<file path="config.mk">
export PLATFORM = sky130hd
export DESIGN_NAME = alu
export DESIGN_NICKNAME = d
export VERILOG_FILES = /design/src/logic/core_pkg.sv /design/src/logic/alu.sv
export VERILOG_INCLUDE_DIRS = /design/src /design/src/include
export SDC_FILE = /design/constraint.sdc
export NUM_CORES = 1
export LEC_CHECK = 0
export BUFFER_PORTS_ARGS = -buffer_cell sky130_fd_sc_hd__buf_4
export CAP_MARGIN = 0
export CORE_AREA = 3 3 109 111
export DETAILED_ROUTE_END_ITERATION = 10
export DIE_AREA = 0 0 112 114
export PLACE_DENSITY = 0.76
export SYNTH_ARGS = -nofsm -noshare
export SYNTH_HDL_FRONTEND = slang
export SYNTH_SLANG_ARGS = --single-unit
</file>
<file path="constraint.sdc">
create_clock -name vclk -period 11.01
set_input_delay 2.202 -clock vclk [all_inputs]
set_output_delay 2.202 -clock vclk [all_outputs]
set_load 0.02 [all_outputs]
</file>
<file path="src/include/core_cfg.svh">
`ifndef CORE_CFG_SVH
`define CORE_CFG_SVH

// Instruction memory address width, also the program counter width
`define CORE_IMEM_AW 8

// Register file address width
`define CORE_RF_AW 5

// Datapath width
`define CORE_DATA_W 32

// Node ID of this core on the network
`define CORE_NET_ID_W 10
`define CORE_NET_ID 10'd1

// Extra cycles allowed beyond program length before a run is declared hung
`define CORE_TIMEOUT_MARGIN 200

`endif

</file>
<file path="src/logic/core_pkg.sv">
`include "core_cfg.svh"

package core_pkg;

    // Instruction opcodes
    typedef enum logic [5:0] {
        NOP   = 6'h00,
        ADD   = 6'h01,
        SUB   = 6'h02,
        AND   = 6'h03,
        OR    = 6'h04,
        XOR   = 6'h05,
        MOV   = 6'h06,
        BEQZ  = 6'h07,
        BNEQZ = 6'h08,
        JALR  = 6'h09,
        DONE  = 6'h0a
    } opcode_e;

    // 16-bit instruction word
    // rs_imm is a source register or, for branches, a signed PC offset
    typedef struct packed {
        opcode_e                 op;
        logic [`CORE_RF_AW-1:0]  rd;
        logic [`CORE_RF_AW-1:0]  rs_imm;
    } instr_t;

    // Network packet operations
    typedef enum logic [1:0] {
        NET_NONE  = 2'd0,
        NET_INSTR = 2'd1,
        NET_REG   = 2'd2,
        NET_PC    = 2'd3
    } net_op_e;

    // Core run states
    typedef enum logic [1:0] {
        IDLE = 2'd0,
        RUN  = 2'd1,
        ERR  = 2'd2
    } core_state_e;

endpackage

</file>
<file path="src/logic/alu.sv">
`include "core_cfg.svh"

module alu
    import core_pkg::*;
(
    input  instr_t                      op_i,
    input  logic [`CORE_DATA_W-1:0]     rd_i,
    input  logic [`CORE_DATA_W-1:0]     rs_i,
    input  logic [`CORE_IMEM_AW-1:0]    pc_i,
    output logic [`CORE_DATA_W-1:0]     result_o,
    output logic                        branch_taken_o
);

    logic [`CORE_IMEM_AW-1:0] br_target;

    // PC plus sign-extended offset
    assign br_target = pc_i + {{(`CORE_IMEM_AW-`CORE_RF_AW){op_i.rs_imm[`CORE_RF_AW-1]}},
                               op_i.rs_imm};

    always_comb
    begin
        result_o       = '0;
        branch_taken_o = 1'b0;
        case (op_i.op)
            ADD: result_o = rd_i + rs_i;
            SUB: result_o = rd_i - rs_i;
            AND: result_o = rd_i & rs_i;
            OR:  result_o = rd_i | rs_i;
            XOR: result_o = rd_i ^ rs_i;
            MOV: result_o = rs_i;
            // Branches put their target on the result bus
            BEQZ:
            begin
                result_o       = {{(`CORE_DATA_W-`CORE_IMEM_AW){1'b0}}, br_target};
                branch_taken_o = (rd_i == '0);
            end
            BNEQZ:
            begin
                result_o       = {{(`CORE_DATA_W-`CORE_IMEM_AW){1'b0}}, br_target};
                branch_taken_o = (rd_i != '0);
            end
            // Jump target comes from rs
            JALR:
            begin
                result_o       = rs_i;
                branch_taken_o = 1'b1;
            end
            default: result_o = '0;
        endcase
    end

endmodule

</file>
==> flow_results.org <==
** Critical path
- Crit Path Max Fanout :: 20
- The worst setup path is launched from a primary input.
- STA classifies the critical path endpoint as an output port.
- Worst Setup Path Type :: primary input to output port
- For the worst setup path, the data arrival time is 6.66 ns.
- Required arrival time at the worst endpoint :: 8.81 ns

** Layout
- At the end of the flow, the number of nets in the layout was 980.
- After layout, the clock buffer instance count stands at 0.
- Fraction of final layout cells with drive strength greater than 1 :: 0.173
- The layout has 1094 filler cells.
- There are 0 flip-flops and latches.
- From synthesis to final layout, the design area changed by 20.2%.
- In the final layout, flip-flops and latches occupy 0 um2.
- Multi-input gate area :: 4390 um2
- Diodes inserted :: 0

** Pwr
- Total power for the finished layout comes to 233 uW.
- For this design the static power due to leakage is 0.00275 uW.
- Sequential group share of total power :: 0
- Relative contribution of the clock network to total power :: 0
- For this design the total switching power over the nets is 133 uW.
- Cell-internal power :: 99.4 uW
- Power spread over the standard cell area amounts to 40.4 nW/um2.
- The share of total power dissipated in combinational logic is 1.000.
- Maximum VDD drop :: 0.0000213 V
- Of the total power, the share spent switching nets is 0.573.

** Route
- Per-cell routed wire length :: 16.5 um
- The final route contains 5497 vias.
- The first detailed-routing pass took 5 iterations.
- Summed over all layers, the routed wires come to 15200 um.
- For this run, design rule violations remaining after detail routing come to 0.
- Vias/cell :: 5.94
- DRT iter0 DRCs :: 402
- The count of nets left with antenna violations once routing finished came out at 0.

** Global route
- For this run, the total global-route usage over all layers was measured as 0.226.
- Maximum number of pins on one net before global-route repair :: 33
- In the global route stage, met2 resource usage came out at 0.408.
- Global-route wire length before repair :: 24900 um
- The via count of the first global-routing pass is 5160.
- In the global route stage, met3 resource usage came out at 0.0186.
- The initial antenna violation count was 0.
- Met1 GRT Util :: 0.305
- Most congested layer reported by global routing :: met2
- Total congestion overflow after global routing :: 0

** Timing
- The worst pin sits at a relative slew slack of 0.415.
- Worst hold slack across all endpoints :: 4.71 ns
- Maximum clock frequency :: 113 MHz
- Setup repair after global routing left no endpoint under its margin.
- The number of hold violations in the final report was 0.
- Pin slew with the least headroom to its limit :: 0.876 ns
- The worst path needs 8.86 ns of the cycle, external delays included.
- Number of setup violations in the final report :: 0
- Dividing the final minimum period by the clock period gives 0.805.
- Final sum of negative setup slack :: 0 ns
- Final-report max-slew violation count :: 0
- Across all setup checks in the final design, the least slack found is 2.15 ns.

** Logic synthesis
- Synth top cells by count :: ha_1 (103), inv_1 (78), o21ai_0 (78), a21oi_1 (62), xnor2_1 (48)
- Share of the synthesized area in the top cell type :: 0.269
- Synthesis produced a netlist with a net count of 888.
- Average size of a mapped cell :: 6.89 um2
- Total number of yosys warnings :: 0
- Number of distinct standard cells referenced by the synthesized netlist :: 58
- Most area-hungry cell type in the Yosys netlist :: ha_1
- Sorting the synthesized cells by area gives the leading types as ha_1 (27%), xnor2_1 (8.8%), o21ai_0 (8.2%).
- The share of the Yosys chip area taken by registers is 0.
- Post-synthesis cell count :: 695
- Mapped Area :: 4790 um2
- Most used standard cell by instance count after synthesis :: ha_1

** Hold path
- Worst Hold Depth :: 3
- In this run the most critical hold path is launched from op_i[14].
- The path with the worst hold slack has its endpoint at branch_taken_o.
- Tightest Hold Check Type :: primary input to output port

** Floorplan
- Starting density of the core :: 0.440
- Area of the die :: 12800 um2
- The die is 112 um wide.
- Num rows :: 38
- Floorplan core area :: 10900 um2
- In this run the vertical extent of the chip is 114 um.
- IO Count :: 121

** Run
- Count of maximum capacitance violations :: 0

** Placed design
- Routability-driven placement finished with a final weighted congestion of 0.935.
- Post-detailed-placement half-perimeter wirelength :: 12200 um
- Number of buffers inserted by port buffering :: 116
- Pre-CTS setup slack :: 2.26 ns

** Clock network
- For this design, the CTS-stage hold fixing added 0 buffers.
- Buffers inserted by post-CTS timing repair :: 0
- Number of instances resized during post-cts repair :: 0

** Run status
- The flow ran to the end, and the final reports show no timing, DRC or antenna violations.
==> power groups by stage <==
stage          Clock [uW]  Sequential [uW]  Combinational [uW]
6_report                0                0                 233
5_1_grt                 0                0                 260
4_1_cts                 0                0                 231
3_5_place_dp            0                0                 229
3_3_place_gp            0                0                 227
2_1_floorplan           0                0                 147
==> layout by cell type, fill, tap and decap left out, types with 6 or more instances in the layout <==
| cell type | count |
|---|---|
| nor4_1 | 11 |
| nand3_1 | 12 |
| and3_1 | 7 |
| o31ai_1 | 12 |
| xnor2_1 | 48 |
| xor2_1 | 8 |
| a21oi_1 | 62 |
| o21a_1 | 6 |
| or4_1 | 6 |
| a21o_1 | 17 |
| o21ai_0 | 78 |
| a211oi_1 | 7 |
| a31oi_1 | 10 |
| nand2_1 | 41 |
| ha_1 | 103 |
| buf_4 | 120 |
| inv_1 | 78 |
| nor3_1 | 15 |
| nand2b_1 | 7 |
| a22oi_1 | 26 |
| nand4_1 | 10 |
| o211ai_1 | 8 |
| nor2_1 | 22 |
| a221oi_1 | 8 |
==> worst max path at each step <==
stage / slack (ns) / cells past startpoint / start / to
2_1_floorplan: 2.83 / 15 / rs_i[1] / result_o[28]
3_3_place_gp: 2.22 / 14 / op_i[15] / result_o[28]
3_5_place_dp: 2.26 / 14 / op_i[15] / result_o[28]
4_1_cts: 2.21 / 14 / op_i[15] / result_o[28]
5_1_grt: 1.74 / 14 / op_i[15] / result_o[28]
6_report: 2.15 / 14 / op_i[15] / result_o[28]
==> kinds of logic after synthesis <==
family          count (synthesis)  synth area share
xor+xnor                       56             0.102
compound gates                266             0.356
fa+ha+maj                     105             0.277
simple gates                  158             0.175
buf+inv                       108            0.0846
mux                             2           0.00418
==> area by class of cell <==
type,count,share of cell area
inverter,78,0.0508
multi-input combinational,587,0.762
tap,140,0.0304
timing repair buffer,120,0.156
==> through the flow <==
| step | std cells | util | area (um2) |
|---|---|---|---|
| 2_1_floorplan | 695 | - | 4790 |
| 3_3_place_gp | 925 | 0.529 | 5760 |
| 3_5_place_dp | 925 | 0.529 | 5760 |
| 4_1_cts | 925 | 0.529 | 5760 |
| 5_1_grt | 925 | 0.529 | 5760 |
| 6_report | 925 | 0.529 | 5760 |
==> critical path, stage by stage <==
cell      delay [ns]
buf_4           0.13
nor4_1          0.52
nand2_1         0.69
nand2_1         0.23
o21ai_0         0.16
fa_1            0.47
nand2b_1        0.20
a21oi_1         0.35
o21ai_0         0.20
a21oi_1         0.36
o21ai_0         0.29
o21a_1          0.24
o311ai_0        0.37
buf_4           0.22
==> routing by layer <==
layer | vias up | share of wire
met3 | 10 | 0.074
met1 | 2534 | 0.44
met4 | 0 | 0.0086
met5 | - | 0
li1 | 2752 | -
met2 | 201 | 0.47
(Power assumes the default switching activity.)
