## src/include/core_cfg.svh

```systemverilog
`ifndef CORE_CFG_SVH
`define CORE_CFG_SVH

// Instruction memory address width, also the program counter width
`define CORE_IMEM_AW 8

// Register file address width
`define CORE_RF_AW 5

// Datapath width
`define CORE_DATA_W 32

// Node ID of this core on the network
`define CORE_NET_ID_W 10
`define CORE_NET_ID 10'd1

// Extra cycles allowed beyond program length before a run is declared hung
`define CORE_TIMEOUT_MARGIN 200

`endif

```

## src/logic/core_pkg.sv

```systemverilog
`include "core_cfg.svh"

package core_pkg;

    // Instruction opcodes
    typedef enum logic [5:0] {
        NOP   = 6'h00,
        ADD   = 6'h01,
        SUB   = 6'h02,
        AND   = 6'h03,
        OR    = 6'h04,
        XOR   = 6'h05,
        MOV   = 6'h06,
        BEQZ  = 6'h07,
        BNEQZ = 6'h08,
        JALR  = 6'h09,
        DONE  = 6'h0a
    } opcode_e;

    // 16-bit instruction word
    // rs_imm is a source register or, for branches, a signed PC offset
    typedef struct packed {
        opcode_e                 op;
        logic [`CORE_RF_AW-1:0]  rd;
        logic [`CORE_RF_AW-1:0]  rs_imm;
    } instr_t;

    // Network packet operations
    typedef enum logic [1:0] {
        NET_NONE  = 2'd0,
        NET_INSTR = 2'd1,
        NET_REG   = 2'd2,
        NET_PC    = 2'd3
    } net_op_e;

    // Core run states
    typedef enum logic [1:0] {
        IDLE = 2'd0,
        RUN  = 2'd1,
        ERR  = 2'd2
    } core_state_e;

endpackage

```

## src/logic/net_cmd_if.sv

```systemverilog
`include "core_cfg.svh"

// Decoded network commands, already matched against this core's ID
interface net_cmd_if;

    // Single-cycle strobes
    logic                       imem_wr;
    logic                       reg_wr;
    logic                       pc_wr;

    // Packet payload, shared by all three commands
    logic [`CORE_IMEM_AW-1:0]   addr;
    logic [`CORE_DATA_W-1:0]    data;

    // Driven by the network controller
    modport ctrl (output imem_wr, reg_wr, pc_wr, addr, data);

    // Fetch unit and datapath
    modport sink (input imem_wr, reg_wr, pc_wr, addr, data);

endinterface

```

## src/logic/net_ctrl.sv

```systemverilog
`include "core_cfg.svh"

module net_ctrl
    import core_pkg::*;
(
    input  logic                        clk,
    input  logic                        n_reset,
    input  logic [`CORE_NET_ID_W-1:0]   net_id_i,
    input  net_op_e                     net_op_i,
    input  logic [`CORE_IMEM_AW-1:0]    net_addr_i,
    input  logic [`CORE_DATA_W-1:0]     net_data_i,
    input  logic                        done_commit_i,
    net_cmd_if.ctrl                     cmd,
    output core_state_e                 state_o,
    output logic                        exception_o
);

    logic           id_match;
    logic           pc_cmd;
    logic           pc_wr_idle;
    core_state_e    state_n;
    logic           exception_n;

    // Packet is for this core
    assign id_match = (net_id_i == `CORE_NET_ID);

    // Raw PC command, legal or not
    assign pc_cmd = id_match && (net_op_i == NET_PC);

    // PC may only be loaded from IDLE
    assign pc_wr_idle = pc_cmd && (state_o == IDLE);

    assign cmd.imem_wr = id_match && (net_op_i == NET_INSTR);
    assign cmd.reg_wr  = id_match && (net_op_i == NET_REG);
    assign cmd.pc_wr   = pc_wr_idle;
    assign cmd.addr    = net_addr_i;
    assign cmd.data    = net_data_i;

    // Next state
    always_comb
    begin
        state_n = state_o;
        case (state_o)
            IDLE:
            begin
                if (pc_wr_idle)
                    state_n = RUN;
            end
            RUN:
            begin
                // A stray PC write wins over a DONE in the same cycle
                if (pc_cmd)
                    state_n = ERR;
                else if (done_commit_i)
                    state_n = IDLE;
            end
            // ERR is left only through reset
            default: state_n = ERR;
        endcase
    end

    // Sticky once set
    assign exception_n = exception_o || (pc_cmd && (state_o != IDLE));

    always_ff @(posedge clk)
    begin
        if (!n_reset)
        begin
            state_o     <= IDLE;
            exception_o <= 1'b0;
        end
        else
        begin
            state_o     <= state_n;
            exception_o <= exception_n;
        end
    end

endmodule

```

## src/flat_wrapper.sv

```systemverilog
// flat-port wrapper written by rule: the top's interface ports become plain ports
module net_ctrl_flat import core_pkg::*;
  (clk, n_reset, net_id_i, net_op_i, net_addr_i, net_data_i, done_commit_i, state_o, exception_o, cmd_imem_wr, cmd_reg_wr, cmd_pc_wr, cmd_addr, cmd_data);
  net_cmd_if cmd_i ();
  input  logic clk;
  input  logic n_reset;
  input  logic [`CORE_NET_ID_W-1:0] net_id_i;
  input  net_op_e net_op_i;
  input  logic [`CORE_IMEM_AW-1:0] net_addr_i;
  input  logic [`CORE_DATA_W-1:0] net_data_i;
  input  logic done_commit_i;
  output core_state_e state_o;
  output logic exception_o;
  output wire logic [$bits(cmd_i.imem_wr)-1:0] cmd_imem_wr;
  output wire logic [$bits(cmd_i.reg_wr)-1:0] cmd_reg_wr;
  output wire logic [$bits(cmd_i.pc_wr)-1:0] cmd_pc_wr;
  output wire logic [$bits(cmd_i.addr)-1:0] cmd_addr;
  output wire logic [$bits(cmd_i.data)-1:0] cmd_data;
  assign cmd_imem_wr = cmd_i.imem_wr;
  assign cmd_reg_wr = cmd_i.reg_wr;
  assign cmd_pc_wr = cmd_i.pc_wr;
  assign cmd_addr = cmd_i.addr;
  assign cmd_data = cmd_i.data;
  net_ctrl u_core (.clk(clk), .n_reset(n_reset), .net_id_i(net_id_i), .net_op_i(net_op_i), .net_addr_i(net_addr_i), .net_data_i(net_data_i), .done_commit_i(done_commit_i), .cmd(cmd_i), .state_o(state_o), .exception_o(exception_o));
endmodule
```

## config.mk

```make
export PLATFORM = sky130hd
export DESIGN_NAME = net_ctrl_flat
export DESIGN_NICKNAME = d
export VERILOG_FILES = /design/src/logic/core_pkg.sv /design/src/logic/net_cmd_if.sv /design/src/logic/net_ctrl.sv /design/src/flat_wrapper.sv
export VERILOG_INCLUDE_DIRS = /design/src /design/src/include
export SDC_FILE = /design/constraint.sdc
export NUM_CORES = 1
export LEC_CHECK = 0
export BUFFER_PORTS_ARGS = -buffer_cell sky130_fd_sc_hd__buf_2
export CORE_UTILIZATION = 22
export CTS_CLUSTER_SIZE = 14
export DETAILED_ROUTE_END_ITERATION = 12
export PLACE_DENSITY = 0.83
export SYNTH_ARGS = -nofsm -noshare
export SYNTH_HDL_FRONTEND = slang
export SYNTH_SLANG_ARGS = --single-unit
```

## constraint.sdc

```tcl
create_clock -name clk -period 0.8 [get_ports clk]
set_input_delay 0.04 -clock clk [delete_from_list [all_inputs] [get_ports clk]]
set_output_delay 0.04 -clock clk [all_outputs]
set_load 0.02 [all_outputs]
```

==> reports/summary.md <==
Setup repair after global routing could not meet its margin everywhere. The floorplan step set the die height to 50.1 um. The die covers 2510 um^2.

The first global-routing pass estimated 1410 um of wire. The overall overflow remaining after global route was 0. In this run the remaining antenna-violating nets after routing total 0. For the pin count of the biggest net entering global routing, the log shows 7. The run finished, with violations left. Across the VDD grid, the largest voltage drop is 0.224 mV. The starting DRC count in detailed routing was 7; the data arrival time of the critical path was 1020 ps. The tools report the number of antenna violations at the first check in global routing as 0.

Of the available clock period, the critical path in the final layout requires 133%. Count of cells along the worst register-to-register path: 2. TritonCTS built the clock tree. In this design, the largest share of critical-path delay is due to simple AND/OR/NAND/NOR gates.

The tools report the worst setup slack after placement as -327 ps. During I/O placement, the number of pins put on the boundary was 101. The clock passes through at most 2 buffers.

For the number of rows in the core area, the log shows 17. After detailed placement, the total cell area comes to 399 um^2. On the final layout, the worst clock skew is 6.12 ps. The most common cell type on the critical path was sky130_fd_sc_hd__buf_6.

The finished cells cover 495 um^2. The design draws 0.000512 W. The kind of path behind the tightest hold check is input pin to output port. The highest fanout seen on the critical path came out at 2.

The number of H-tree levels is 1, and the final-stage net count is 104. Once the clock tree was built, the setup fixing pass inserted 0 buffers. On the worst path, the slowest cell contributes a delay of 350 ps.

The tools report the clock root buffer as sky130_fd_sc_hd__clkbuf_4. The final reports fail on setup timing. Synthesis instantiated 15 different standard cells from the library. For this run, the number of Yosys warnings is 0. Cells fill 22.6% of the core in the end. The critical path is of the input pin to output port type. The sum of routed wire length over all layers is 907 um, and the area growth from synthesis to layout is -2.46%. The critical path goes through buf_6 > nor4b_4 > nand3_2 > nor3b_4 > buf_6. Achievable frequency: 0.940 GHz.

The power density relative to cell area was 1030 nW/um^2; the shortest clock period the worst path allows after layout was 1060 ps. The worst setup path is captured at an output port. The die is 50.1 um wide. Across all register-to-register paths, the minimum setup slack is 60 ps. Global routing used 7.74% of the available tracks. The total number of vias is 306, and the count of hold buffers inserted by post-cts repair is 0.

The tool flagged a number of max-cap violations equal to 0. The run gives 79.4% as the tightest slew margin relative to the limit. The worst flop-to-flop path endpoint was u_core.state_o[0]. The nature of the critical path startpoint is an input pin. Via count of the first global-routing pass: 357. For the required time of the worst setup path, the log shows 760 ps. Clock tree synthesis inserted a total of 3 buffers. Setup violations remaining at the end of the flow were counted as 3.

Total core area: 2190 um^2. The most critical setup path has its startpoint at net_id_i[2]. The post-synthesis instance total came out at 62. The synthesized net count was 117. The final setup slack of the worst path was -264 ps. Number of detailed-routing iterations run before antenna repair: 5. The run gives 0 as the count of final hold-check violations.

The number of antenna diodes in the final layout is 0. The launch point of the worst reg-to-reg path was u_core.state_o[1]. In the final layout, the share of cells above drive strength 1 is 70.8%. Among all stages on the critical path, the largest delay is contributed by sky130_fd_sc_hd__nor4b_4. The flip-flop and latch count after synthesis is 3, and the sequential fraction of the synthesis area is 11.8%.

In the final timing run, aggregate negative setup slack is -756 ps. At the pin with the least slew margin, the transition time is 307 ps. The critical path ends at cmd_reg_wr. The per-instance average area after synthesis came out at 8.19 um^2.

Insertion delay to the later sink of the worst-skew pair: 240 ps. The number of port buffers is 20. The run gives 0 as the number of max-slew violations in the final report. The run gives 0.212 nW as the leakage power figure. The initial utilization of the core area, before any placement, comes to 23.2%.

For the cell area after synthesis, the log shows 508 um^2. The number of remaining DRC errors was 0; the average detailed-routed wire length per instance was 11.9 um. The number of buffers and inverters on the critical path is 2. The number of stages on the worst setup path was 5; the number of sinks handled by clock tree synthesis was 3.

At the end of routability-driven placement, the weighted congestion stood at 0.569. In the routed layout, each cell is associated on average with a via count of 4.03.
## worst min-delay path by stage
stage	from	end	slack (ps)	cells after the start
final	net_addr_i[1]	cmd_addr[1]	80	0
after global routing	net_data_i[21]	cmd_data[21]	80	0
after CTS	n_reset	u_core.state_o[1]	70	3
after detailed placement	net_addr_i[2]	cmd_addr[2]	80	0
after global placement	net_addr_i[2]	cmd_addr[2]	80	0
after floorplan	net_op_i[1]	cmd_imem_wr	120	1
## what timing repair did
| action | CTS | global route |
|---|---|---|
| resized for setup | 14 | 3 |
| endpoints found under the setup margin | 5 | 5 |
| pin swaps | 5 | 2 |
## report_power, final
group | leakage, nW | switching, W | internal (W) | total [W]
clock | 0.0150 | 0.0000854 | 0.000187 | 0.000273
sequential | 0.0258 | 0.0000000251 | 0.000143 | 0.000143
combinational | 0.171 | 0.0000388 | 0.0000569 | 0.0000956
total | 0.212 | 0.000124 | 0.000388 | 0.000512
## sequential cells by signal, indices dropped and copies added, names as in the netlist
register            count
u_core.exception_o      1
u_core.state_o          2
## cell type report
| class | instances | area [um^2] |
|---|---|---|
| well taps | 28 | 35.0 |
| fillers | 239 | 1700 |
| flip-flops and latches | 3 | 67.6 |
| clock buffers | 4 | 26.3 |
| repair buffers | 22 | 171 |
| multi-input cells | 19 | 195 |
## through the flow
stage,std cells,hold WS [ps]
global route,76,80.0
global placement,72,80.1
CTS,76,74.6
finish,76,80.0
floorplan,62,116
detailed placement,72,80.1
## cells in the final DEF, fill, tap and decap left out
cell                         n
sky130_fd_sc_hd__nand4bb_1   1
sky130_fd_sc_hd__dfxtp_1     1
sky130_fd_sc_hd__nor4b_4     1
sky130_fd_sc_hd__nor3_4      1
sky130_fd_sc_hd__and2_1      1
sky130_fd_sc_hd__nor4_4      1
sky130_fd_sc_hd__nand2_1     4
sky130_fd_sc_hd__o21ai_1     2
sky130_fd_sc_hd__clkbuf_4    3
sky130_fd_sc_hd__dfxtp_4     2
sky130_fd_sc_hd__buf_4       2
sky130_fd_sc_hd__nand3_2     1
sky130_fd_sc_hd__o21ai_0     1
sky130_fd_sc_hd__clkbuf_1    1
sky130_fd_sc_hd__nor3b_4     2
sky130_fd_sc_hd__nor2_1      2
sky130_fd_sc_hd__nand4_4     1
sky130_fd_sc_hd__mux2i_1     1
sky130_fd_sc_hd__buf_2      11
sky130_fd_sc_hd__buf_6       9
## synthesized netlist by cell type, drive strengths merged
library cell	number	area, um^2
o21ai	3	15.0
nor4	1	21.3
nor4b	1	23.8
nand4	1	12.5
nand4bb	1	11.3
dfxtp	3	60.1
mux2i	1	10.0
and2	1	6.26
nand3	1	5.00
nor3	1	5.00
nor2	2	7.51
nand2	4	15.0
nor3b	2	15.0
buf	40	300
## logic make-up (layout without fill, tap and decap cells)
family,Yosys count,after routing,synth area share (%)
buffers and inverters,40,26,59.1
AO/OA/AOI/OAI,3,3,2.95
multiplexers,1,1,1.97
AND/OR/NAND/NOR,15,15,24.1
flip-flops,3,3,11.8
## per-layer routing
layer	up-vias	part of all wire (%)	GRT usage [%]
li1	135	-	-
met1	143	28	5.64
met2	16	59	12.9
met3	12	8.7	3.40
met4	0	4.0	10.5
met5	-	0	0
Power figures use the tool's default switching activity.
